==> src/verilog/rsz_params.svh <==
`ifndef RSZ_PARAMS_SVH
`define RSZ_PARAMS_SVH

// Settings address of the packet size register
`define RSZ_BASE 128

// Samples per output packet out of reset
`define RSZ_DEFAULT_PKT_SIZE 8

// Header field widths
`define RSZ_SID_W 16
`define RSZ_SEQ_W 12

`endif

==> src/verilog/rsz_cfg_pkg.sv <==
`default_nettype none

`include "rsz_params.svh"

package rsz_cfg_pkg;

  ////////////////////////////////////////
  // Settings bus
  ////////////////////////////////////////

  // One register write per strobe
  typedef struct packed {
    logic        stb;
    logic [7:0]  addr;
    logic [31:0] data;
  } set_bus_t;

  // Register map
  typedef enum logic [7:0] {
    REG_PKT_SIZE = 8'(`RSZ_BASE)
  } reg_addr_e;

endpackage

`default_nettype wire

==> src/verilog/rsz_stream_pkg.sv <==
`default_nettype none

`include "rsz_params.svh"

package rsz_stream_pkg;

  ////////////////////////////////////////
  // Packet header word
  ////////////////////////////////////////

  // Stream id on top, padding at the bottom
  typedef struct packed {
    logic [`RSZ_SID_W-1:0]              sid;
    logic                               eob;
    logic [`RSZ_SEQ_W-1:0]              seq;
    logic [63-`RSZ_SID_W-`RSZ_SEQ_W-1:0] pad;
  } hdr_t;

  ////////////////////////////////////////
  // Samples between stages
  ////////////////////////////////////////

  typedef struct packed {
    logic [31:0]           data;
    logic [`RSZ_SID_W-1:0] sid;
    // Last sample of an input burst
    logic                  eob;
    // Last sample of an output packet
    logic                  pkt_last;
  } sample_t;

  // Unpacker FSM
  typedef enum logic [1:0] {
    UNP_HEADER,
    UNP_HIGH,
    UNP_LOW
  } unpack_state_e;

  // Packer FSM
  typedef enum logic [1:0] {
    PCK_HEADER,
    PCK_HIGH,
    PCK_LOW_OR_PAD
  } pack_state_e;

endpackage

`default_nettype wire

==> src/verilog/rsz_settings.sv <==
`default_nettype none

`include "rsz_params.svh"

module rsz_settings (
  input  wire                      i_ce_clk,
  input  wire                      i_arst_n,
  input  wire rsz_cfg_pkg::set_bus_t i_set,
  output logic [15:0]              o_pkt_size
);

  logic        hit;
  logic [15:0] wr_size;

  // Write decode
  assign hit = i_set.stb && (i_set.addr == rsz_cfg_pkg::REG_PKT_SIZE);

  // Zero-sample packets make no sense, treat as one
  assign wr_size = (i_set.data[15:0] == 16'd0) ? 16'd1 : i_set.data[15:0];

  ////////////////////////////////////////
  // Packet size register
  ////////////////////////////////////////

  always_ff @(posedge i_ce_clk or negedge i_arst_n) begin
    if (!i_arst_n) begin
      o_pkt_size <= 16'(`RSZ_DEFAULT_PKT_SIZE);
    end else if (hit) begin
      o_pkt_size <= wr_size;
    end
  end

endmodule

`default_nettype wire

==> src/verilog/rsz_unpacker.sv <==
`default_nettype none

`include "rsz_params.svh"

module rsz_unpacker (
  input  wire                     i_ce_clk,
  input  wire                     i_arst_n,
  input  wire [63:0]              i_tdata,
  input  wire                     i_tlast,
  input  wire                     i_tvalid,
  output logic                    o_tready,
  output rsz_stream_pkg::sample_t o_sample,
  output logic                    o_valid,
  input  wire                     i_ready
);

  rsz_stream_pkg::unpack_state_e state;
  rsz_stream_pkg::hdr_t          hdr;

  logic                  run_q;
  logic                  out_free;
  logic                  xfer;
  logic                  hdr_take;
  logic                  hi_load;
  logic                  lo_load;
  logic [`RSZ_SID_W-1:0] sid_q;
  logic                  eob_q;
  logic                  last_q;
  logic [31:0]           low_q;

  assign hdr = rsz_stream_pkg::hdr_t'(i_tdata);

  // Output register empty or drained this edge
  assign out_free = !o_valid || i_ready;

  // Headers need no room downstream, payload words do
  assign o_tready = run_q && ((state == rsz_stream_pkg::UNP_HEADER) ||
                              (state == rsz_stream_pkg::UNP_HIGH && out_free));

  assign xfer     = i_tvalid && o_tready;
  assign hdr_take = xfer && (state == rsz_stream_pkg::UNP_HEADER);
  assign hi_load  = xfer && (state == rsz_stream_pkg::UNP_HIGH);
  assign lo_load  = (state == rsz_stream_pkg::UNP_LOW) && out_free;

  ////////////////////////////////////////
  // FSM and valid
  ////////////////////////////////////////

  always_ff @(posedge i_ce_clk or negedge i_arst_n) begin
    if (!i_arst_n) begin
      run_q   <= 1'b0;
      state   <= rsz_stream_pkg::UNP_HEADER;
      o_valid <= 1'b0;
    end else begin
      run_q <= 1'b1;
      if (hi_load || lo_load) begin
        o_valid <= 1'b1;
      end else if (i_ready) begin
        o_valid <= 1'b0;
      end
      case (state)
        rsz_stream_pkg::UNP_HEADER: begin
          if (hdr_take) state <= rsz_stream_pkg::UNP_HIGH;
        end
        rsz_stream_pkg::UNP_HIGH: begin
          if (hi_load) state <= rsz_stream_pkg::UNP_LOW;
        end
        rsz_stream_pkg::UNP_LOW: begin
          // Back to header after the word carrying tlast
          if (lo_load) begin
            state <= last_q ? rsz_stream_pkg::UNP_HEADER : rsz_stream_pkg::UNP_HIGH;
          end
        end
        default: state <= rsz_stream_pkg::UNP_HEADER;
      endcase
    end
  end

  ////////////////////////////////////////
  // Header fields and sample data
  ////////////////////////////////////////

  always_ff @(posedge i_ce_clk) begin
    if (hdr_take) begin
      sid_q <= hdr.sid;
      eob_q <= hdr.eob;
    end
    if (hi_load) begin
      low_q             <= i_tdata[31:0];
      last_q            <= i_tlast;
      o_sample.data     <= i_tdata[63:32];
      o_sample.sid      <= sid_q;
      o_sample.eob      <= 1'b0;
      o_sample.pkt_last <= 1'b0;
    end else if (lo_load) begin
      o_sample.data     <= low_q;
      o_sample.sid      <= sid_q;
      // Only the final sample of an eob packet
      o_sample.eob      <= last_q && eob_q;
      o_sample.pkt_last <= 1'b0;
    end
  end

endmodule

`default_nettype wire

==> src/verilog/packet_resizer.sv <==
`default_nettype none

module packet_resizer (
  input  wire                          i_ce_clk,
  input  wire                          i_arst_n,
  input  wire [15:0]                   i_pkt_size,
  input  wire rsz_stream_pkg::sample_t i_sample,
  input  wire                          i_valid,
  output logic                         o_ready,
  output rsz_stream_pkg::sample_t      o_sample,
  output logic                         o_valid,
  input  wire                          i_ready
);

  logic [15:0] cnt;
  logic [15:0] size_q;
  logic [15:0] cur_size;
  logic        take;
  logic        last;

  assign o_ready = !o_valid || i_ready;
  assign take    = i_valid && o_ready;

  // New size only at a packet boundary
  assign cur_size = (cnt == 16'd0) ? i_pkt_size : size_q;

  // Close on the size limit or at the end of a burst
  assign last = ((cnt + 16'd1) == cur_size) || i_sample.eob;

  ////////////////////////////////////////
  // Sample counter
  ////////////////////////////////////////

  always_ff @(posedge i_ce_clk or negedge i_arst_n) begin
    if (!i_arst_n) begin
      cnt     <= 16'd0;
      o_valid <= 1'b0;
    end else begin
      if (take) begin
        o_valid <= 1'b1;
        cnt     <= last ? 16'd0 : cnt + 16'd1;
      end else if (i_ready) begin
        o_valid <= 1'b0;
      end
    end
  end

  ////////////////////////////////////////
  // Pipeline register
  ////////////////////////////////////////

  always_ff @(posedge i_ce_clk) begin
    if (take) begin
      if (cnt == 16'd0) begin
        size_q <= i_pkt_size;
      end
      o_sample          <= i_sample;
      o_sample.pkt_last <= last;
    end
  end

endmodule

`default_nettype wire

==> src/verilog/rsz_packer.sv <==
`default_nettype none

`include "rsz_params.svh"

module rsz_packer (
  input  wire                          i_ce_clk,
  input  wire                          i_arst_n,
  input  wire rsz_stream_pkg::sample_t i_sample,
  input  wire                          i_valid,
  output logic                         o_ready,
  output logic [63:0]                  o_tdata,
  output logic                         o_tlast,
  output logic                         o_tvalid,
  input  wire                          i_tready
);

  rsz_stream_pkg::pack_state_e state;
  rsz_stream_pkg::hdr_t        hdr_word;

  logic [`RSZ_SEQ_W-1:0] seq_q;
  logic                  eob_prev_q;
  logic [31:0]           hi_q;
  logic                  hi_last_q;
  logic                  hi_eob_q;
  logic                  out_free;
  logic                  hdr_load;
  logic                  hi_take;
  logic                  pad_load;
  logic                  lo_take;

  assign out_free = !o_tvalid || i_tready;

  // The header waits on the first sample but does not consume it
  assign hdr_load = (state == rsz_stream_pkg::PCK_HEADER) && i_valid && out_free;
  assign hi_take  = (state == rsz_stream_pkg::PCK_HIGH) && i_valid;
  assign pad_load = (state == rsz_stream_pkg::PCK_LOW_OR_PAD) && hi_last_q && out_free;
  assign lo_take  = (state == rsz_stream_pkg::PCK_LOW_OR_PAD) && !hi_last_q &&
                    i_valid && out_free;

  assign o_ready = (state == rsz_stream_pkg::PCK_HIGH) ||
                   ((state == rsz_stream_pkg::PCK_LOW_OR_PAD) && !hi_last_q && out_free);

  // eob reflects how the previous packet closed
  assign hdr_word = '{sid: i_sample.sid, eob: eob_prev_q, seq: seq_q, pad: '0};

  ////////////////////////////////////////
  // FSM, sequence and valid
  ////////////////////////////////////////

  always_ff @(posedge i_ce_clk or negedge i_arst_n) begin
    if (!i_arst_n) begin
      state      <= rsz_stream_pkg::PCK_HEADER;
      seq_q      <= '0;
      eob_prev_q <= 1'b0;
      o_tvalid   <= 1'b0;
    end else begin
      if (hdr_load || pad_load || lo_take) begin
        o_tvalid <= 1'b1;
      end else if (i_tready) begin
        o_tvalid <= 1'b0;
      end
      case (state)
        rsz_stream_pkg::PCK_HEADER: begin
          if (hdr_load) begin
            seq_q <= seq_q + 1'b1;
            state <= rsz_stream_pkg::PCK_HIGH;
          end
        end
        rsz_stream_pkg::PCK_HIGH: begin
          if (hi_take) state <= rsz_stream_pkg::PCK_LOW_OR_PAD;
        end
        rsz_stream_pkg::PCK_LOW_OR_PAD: begin
          if (pad_load) begin
            eob_prev_q <= hi_eob_q;
            state      <= rsz_stream_pkg::PCK_HEADER;
          end else if (lo_take && i_sample.pkt_last) begin
            eob_prev_q <= i_sample.eob;
            state      <= rsz_stream_pkg::PCK_HEADER;
          end else if (lo_take) begin
            state <= rsz_stream_pkg::PCK_HIGH;
          end
        end
        default: state <= rsz_stream_pkg::PCK_HEADER;
      endcase
    end
  end

  ////////////////////////////////////////
  // Word assembly
  ////////////////////////////////////////

  always_ff @(posedge i_ce_clk) begin
    if (hi_take) begin
      hi_q      <= i_sample.data;
      hi_last_q <= i_sample.pkt_last;
      hi_eob_q  <= i_sample.eob;
    end
    if (hdr_load) begin
      o_tdata <= hdr_word;
      o_tlast <= 1'b0;
    end else if (pad_load) begin
      // Odd packet, low half zero
      o_tdata <= {hi_q, 32'd0};
      o_tlast <= 1'b1;
    end else if (lo_take) begin
      o_tdata <= {hi_q, i_sample.data};
      o_tlast <= i_sample.pkt_last;
    end
  end

endmodule

`default_nettype wire

==> src/verilog/noc_block_packet_resizer.sv <==
`default_nettype none

module noc_block_packet_resizer (
  input  wire                        i_ce_clk,
  input  wire                        i_arst_n,
  input  wire rsz_cfg_pkg::set_bus_t i_set,
  input  wire [63:0]                 i_s_tdata,
  input  wire                        i_s_tlast,
  input  wire                        i_s_tvalid,
  output logic                       o_s_tready,
  output logic [63:0]                o_m_tdata,
  output logic                       o_m_tlast,
  output logic                       o_m_tvalid,
  input  wire                        i_m_tready
);

  logic [15:0]             pkt_size;
  rsz_stream_pkg::sample_t unp_sample;
  logic                    unp_valid;
  logic                    unp_ready;
  rsz_stream_pkg::sample_t rsz_sample;
  logic                    rsz_valid;
  logic                    rsz_ready;

  ////////////////////////////////////////
  // Settings
  ////////////////////////////////////////

  rsz_settings settings0 (
    .i_ce_clk   (i_ce_clk),
    .i_arst_n   (i_arst_n),
    .i_set      (i_set),
    .o_pkt_size (pkt_size)
  );

  ////////////////////////////////////////
  // Unpack, resize, repack
  ////////////////////////////////////////

  rsz_unpacker unpacker0 (
    .i_ce_clk (i_ce_clk),
    .i_arst_n (i_arst_n),
    .i_tdata  (i_s_tdata),
    .i_tlast  (i_s_tlast),
    .i_tvalid (i_s_tvalid),
    .o_tready (o_s_tready),
    .o_sample (unp_sample),
    .o_valid  (unp_valid),
    .i_ready  (unp_ready)
  );

  packet_resizer resizer0 (
    .i_ce_clk   (i_ce_clk),
    .i_arst_n   (i_arst_n),
    .i_pkt_size (pkt_size),
    .i_sample   (unp_sample),
    .i_valid    (unp_valid),
    .o_ready    (unp_ready),
    .o_sample   (rsz_sample),
    .o_valid    (rsz_valid),
    .i_ready    (rsz_ready)
  );

  rsz_packer packer0 (
    .i_ce_clk (i_ce_clk),
    .i_arst_n (i_arst_n),
    .i_sample (rsz_sample),
    .i_valid  (rsz_valid),
    .o_ready  (rsz_ready),
    .o_tdata  (o_m_tdata),
    .o_tlast  (o_m_tlast),
    .o_tvalid (o_m_tvalid),
    .i_tready (i_m_tready)
  );

endmodule

`default_nettype wire

==> config.mk <==
export PLATFORM = sky130hd
export DESIGN_NAME = noc_block_packet_resizer
export DESIGN_NICKNAME = d
export VERILOG_FILES = /design/src/verilog/rsz_cfg_pkg.sv /design/src/verilog/rsz_stream_pkg.sv /design/src/verilog/rsz_settings.sv /design/src/verilog/rsz_unpacker.sv /design/src/verilog/packet_resizer.sv /design/src/verilog/rsz_packer.sv /design/src/verilog/noc_block_packet_resizer.sv
export VERILOG_INCLUDE_DIRS = /design/src /design/src/verilog
export SDC_FILE = /design/constraint.sdc
export NUM_CORES = 1
export LEC_CHECK = 0
export BUFFER_PORTS_ARGS = -buffer_cell sky130_fd_sc_hd__buf_2
export CELL_PAD_IN_SITES_DETAIL_PLACEMENT = 1
export CELL_PAD_IN_SITES_GLOBAL_PLACEMENT = 2
export CORE_ASPECT_RATIO = 1.1
export CORE_MARGIN = 4
export CORE_UTILIZATION = 43
export CTS_CLUSTER_DIAMETER = 200
export CTS_CLUSTER_SIZE = 25
export DETAILED_ROUTE_END_ITERATION = 8
export PLACE_DENSITY_LB_ADDON = 0.1
export RECOVER_POWER = 100
export SETUP_SLACK_MARGIN = 0.3
export SYNTH_ARGS = -nofsm -noshare
export SYNTH_HDL_FRONTEND = slang
export SYNTH_SLANG_ARGS = --single-unit
export TNS_END_PERCENT = 1
==> constraint.sdc <==
create_clock -name i_ce_clk -period 6.8 [get_ports i_ce_clk]
set_input_delay 0.68 -clock i_ce_clk [delete_from_list [all_inputs] [get_ports i_ce_clk]]
set_output_delay 0.68 -clock i_ce_clk [all_outputs]
set_load 0.02 [all_outputs]
==> flow_summary.json <==
{
  "status": "complete, but fails checks",
  "violations": "capacitance limit, slew limit",
  "grtUsageMet3_pct": 2.366,
  "io-pin-count": 177,
  "pre_cts_slack_ns": 2.000,
  "synth_async_sr_flop_share_pct": 16.72,
  "powerDensity_mw_per_mm2": 396.4,
  "wl_per_cell_um": 20.02,
  "worstMarginPinSlew_ns": 3.418,
  "yosysUniqueCellTypes": 58,
  "drt_drc_violations_left": 0,
  "max_freq_mhz": 186.6,
  "core-area_mm2": 0.02779,
  "met2_usage_pct": 30.26,
  "cts_root_buffer": "clkbuf_16",
  "fin_crit_sh_pct": 78.82,
  "die_y_um": 183.8,
  "seqCellArea_mm2": 0.008885,
  "cts_tree": "done",
  "syn_avg_cell_area_um2": 14.82,
  "rows": 64,
  "worst-path-buf-inv": 1,
  "placed_cell_area_mm2": 0.01323,
  "finish.utilization_pct": 48.66,
  "globalRouteTotalUtil_pct": 16.80,
  "grt_overflow": 0,
  "grt_pass1_wl_um": 41590,
  "syn-num-nets": 928,
  "netlist_instances": 815,
  "portBuffers": 160,
  "finalNonFillerCells": 1336,
  "ctsHoldBuffers": 0,
  "postLayoutCellArea_mm2": 0.01352,
  "fin_ws_ns": 1.441,
  "place_congestion": 0.7944,
  "initial_core_util_pct": 43.46,
  "via_per_inst": 5.240,
  "hold_path_class": "in -> reg",
  "grt_max_degree": 69,
  "fillCellCount": 2810,
  "use_met1_pct": 21.63,
  "antenna_found_initial": 3,
  "yosysTopAreaCellShare_pct": 56.44,
  "endpoint_kind": "flop",
  "final_max_slew_viol_count": 352,
  "p_leak_nw": 4.788,
  "rsz0062_at_grt": "false",
  "drt_iter0_drc": 416,
  "cts_setup_buffers": 0,
  "finalSetupViolations": 0,
  "drt_wl_total_um": 26750,
  "finalSetupTns_ns": 0,
  "r2r_end": "resizer0.cnt[0]$_DFFE_PN0P_",
  "ys_warn_count": 0,
  "busiest_layer": "met2",
  "drive_above_1_share_pct": 12.87,
  "grt_pass1_vias": 7454,
  "fin_crit_ns": 5.359,
  "syn2layout_area_growth_pct": 11.97,
  "dp_hpwl_um": 18660,
  "r2r_slack_ns": 1.44,
  "clkSinkCount": 317,
  "synthTopCellsByCount": "227 x edfxtp_1, 102 x nand2_1, 67 x a22o_1",
  "first_pass_iters": 4,
  "skew_ns": 0.01596,
  "slew_headroom_pct": -127.9,
  "cp_max_fo": 25,
  "num_vias": 7001,
  "dieArea_mm2": 0.03083,
  "reg2reg_from": "resizer0.cnt[0]$_DFFE_PN0P_",
  "crit_family": "simple AND/OR/NAND/NOR gates",
  "worstPathRequired_ns": 7.19,
  "cp.arrival_ns": 5.75,
  "yosysMostFrequentCell": "edfxtp_1",
  "synth-seq-cells": 317,
  "yosysTopAreaCell": "edfxtp_1",
  "total_power_mw": 5.359,
  "start_kind": "flop",
  "die_w_um": 167.8,
  "path_clk_slew_ns": 0.10,
  "ir_drop_mv": 0.2073,
  "antenna_left": 0,
  "netlist_area_mm2": 0.01208,
  "ys.flop_type": "edfxtp_1",
  "clockBufferDepth": 3,
  "ys_seq_area_share_pct": 73.57,
  "critical_path_class": "reg -> reg",
  "holdWs_ns": 0.3463,
  "cp_slowest_cell": "nand4_1",
  "reg2regPathDepth": 10,
  "synthTopCellsByArea": "edfxtp_1 56%, dfrtp_1 11%, dfxtp_1 6.1%",
  "cts.repair.resized": 0,
  "insertion_delay_ns": 0.50,
  "maxCapViolations": 10,
  "endpoint": "resizer0.cnt[0]$_DFFE_PN0P_",
  "slowest_delay_ns": 1.00,
  "worstSetupPathDepth": 10,
  "multi_input_area_mm2": 0.002915,
  "numCtsBuffers": 16,
  "worstPathCellList": "inv_1, ha_1, nor4b_1, nand4_1, mux2_1, xor3_1, or4_1, o41ai_4, nor2_2, mux2_2",
  "synth_edf_count": 227,
  "hold_viol": 0,
  "dp.cells": 1306,
  "fin_nets": 1074,
  "critPathLaunch": "resizer0.cnt[0]$_DFFE_PN0P_",
  "htreeDepth": 1
}
how the worst min path moves through the flow:
| stage | start | end | slack, ns | cells past startpoint |
|---|---|---|---|---|
| after global routing | i_s_tdata[18] | unpacker0.low_q[18]$_DFFE_PP_ | 0.32 | 1 |
| after detailed placement | unpacker0.o_sample[20]$_DFFE_PP_ | resizer0.o_sample[20]$_DFFE_PP_ | 0.41 | 0 |
| after CTS | i_s_tdata[10] | unpacker0.low_q[10]$_DFFE_PP_ | 0.32 | 1 |
| after global placement | unpacker0.o_sample[44]$_DFFE_PP_ | resizer0.o_sample[44]$_DFFE_PP_ | 0.40 | 0 |
| final | i_s_tdata[10] | unpacker0.low_q[10]$_DFFE_PP_ | 0.35 | 1 |
| after floorplan | i_arst_n | packer0.eob_prev_q$_DFFE_PN0P_ | 0.38 | 0 |
metal layers:
metal / wire length [um] / part of all wire [%]
met2: 13910 / 52
met4: 447 / 1.7
met1: 11230 / 42
met5: 0 / 0
met3: 1160 / 4.3
cells by family after synthesis:
group / Yosys count / share of synthesized area, %
compound gates: 146 / 8.693
simple gates: 218 / 9.117
buf+inv: 56 / 2.062
fa+ha+maj: 3 / 0.3108
flops: 317 / 73.57
mux: 37 / 3.409
other cells: 1 / 0.03105
xor+xnor: 37 / 2.808
worst reg2reg max path: cells and delay by family, from the launching register on:
kind,cells,cell delay [ns]
XOR/XNOR,1,0.37
multiplexers,2,1.13
AO/OA/AOI/OAI,1,0.85
flip-flops,1,0.50
adder cells (fa/ha/maj),1,0.17
buffers and inverters,1,0.13
AND/OR/NAND/NOR,4,2.11
registers in the layout (all words and copies together), names as in the netlist:
register              flops
packer0.o_tvalid          1
resizer0.o_valid          1
packer0.hi_q             32
packer0.hi_eob_q          1
packer0.o_tlast           1
packer0.hi_last_q         1
unpacker0.low_q          32
resizer0.o_sample        50
unpacker0.run_q           1
packer0.state             2
unpacker0.o_valid         1
unpacker0.o_sample       49
unpacker0.sid_q          16
resizer0.cnt             16
packer0.seq_q            12
unpacker0.last_q          1
resizer0.size_q          16
packer0.o_tdata          64
unpacker0.state           2
settings0.o_pkt_size     16
unpacker0.eob_q           1
packer0.eob_prev_q        1
layout by cell type (no fill, tap or decap), types with 3 or more instances in the layout:
cell type	instances
nand3_1	12
mux2_1	9
nand2b_1	4
clkbuf_1	104
nor2_1	20
nand4_1	11
a21oi_1	38
o21ai_0	20
edfxtp_1	227
a22o_1	67
o22ai_1	4
or2_2	3
nor3b_1	3
nor4_1	10
nor2b_1	8
buf_2	72
mux2i_1	7
ha_1	3
clkbuf_16	17
xor2_1	5
xnor2_1	31
dfrtp_1	52
inv_1	14
nand2_1	102
o21ai_1	3
and2_1	10
and2_0	9
nor3_1	11
dfxtp_1	37
or3_1	4
mux2_2	21
cell type report:
cell class              instances  area share (%)
diodes                          2         0.03701
clock inverters                 1         0.06477
well taps                     363           3.359
flip-flops and latches        317           65.71
repair buffers                169           5.422
clock buffers                  27           3.424
inverters                      15          0.4257
multi-input cells             442           21.56
power by group:
| part | internal (mW) | switching, mW |
|---|---|---|
| clock | 0.475 | 0.581 |
| combinational | 0.387 | 0.953 |
| sequential | 2.73 | 0.237 |
Power figures use the tool's default switching activity.
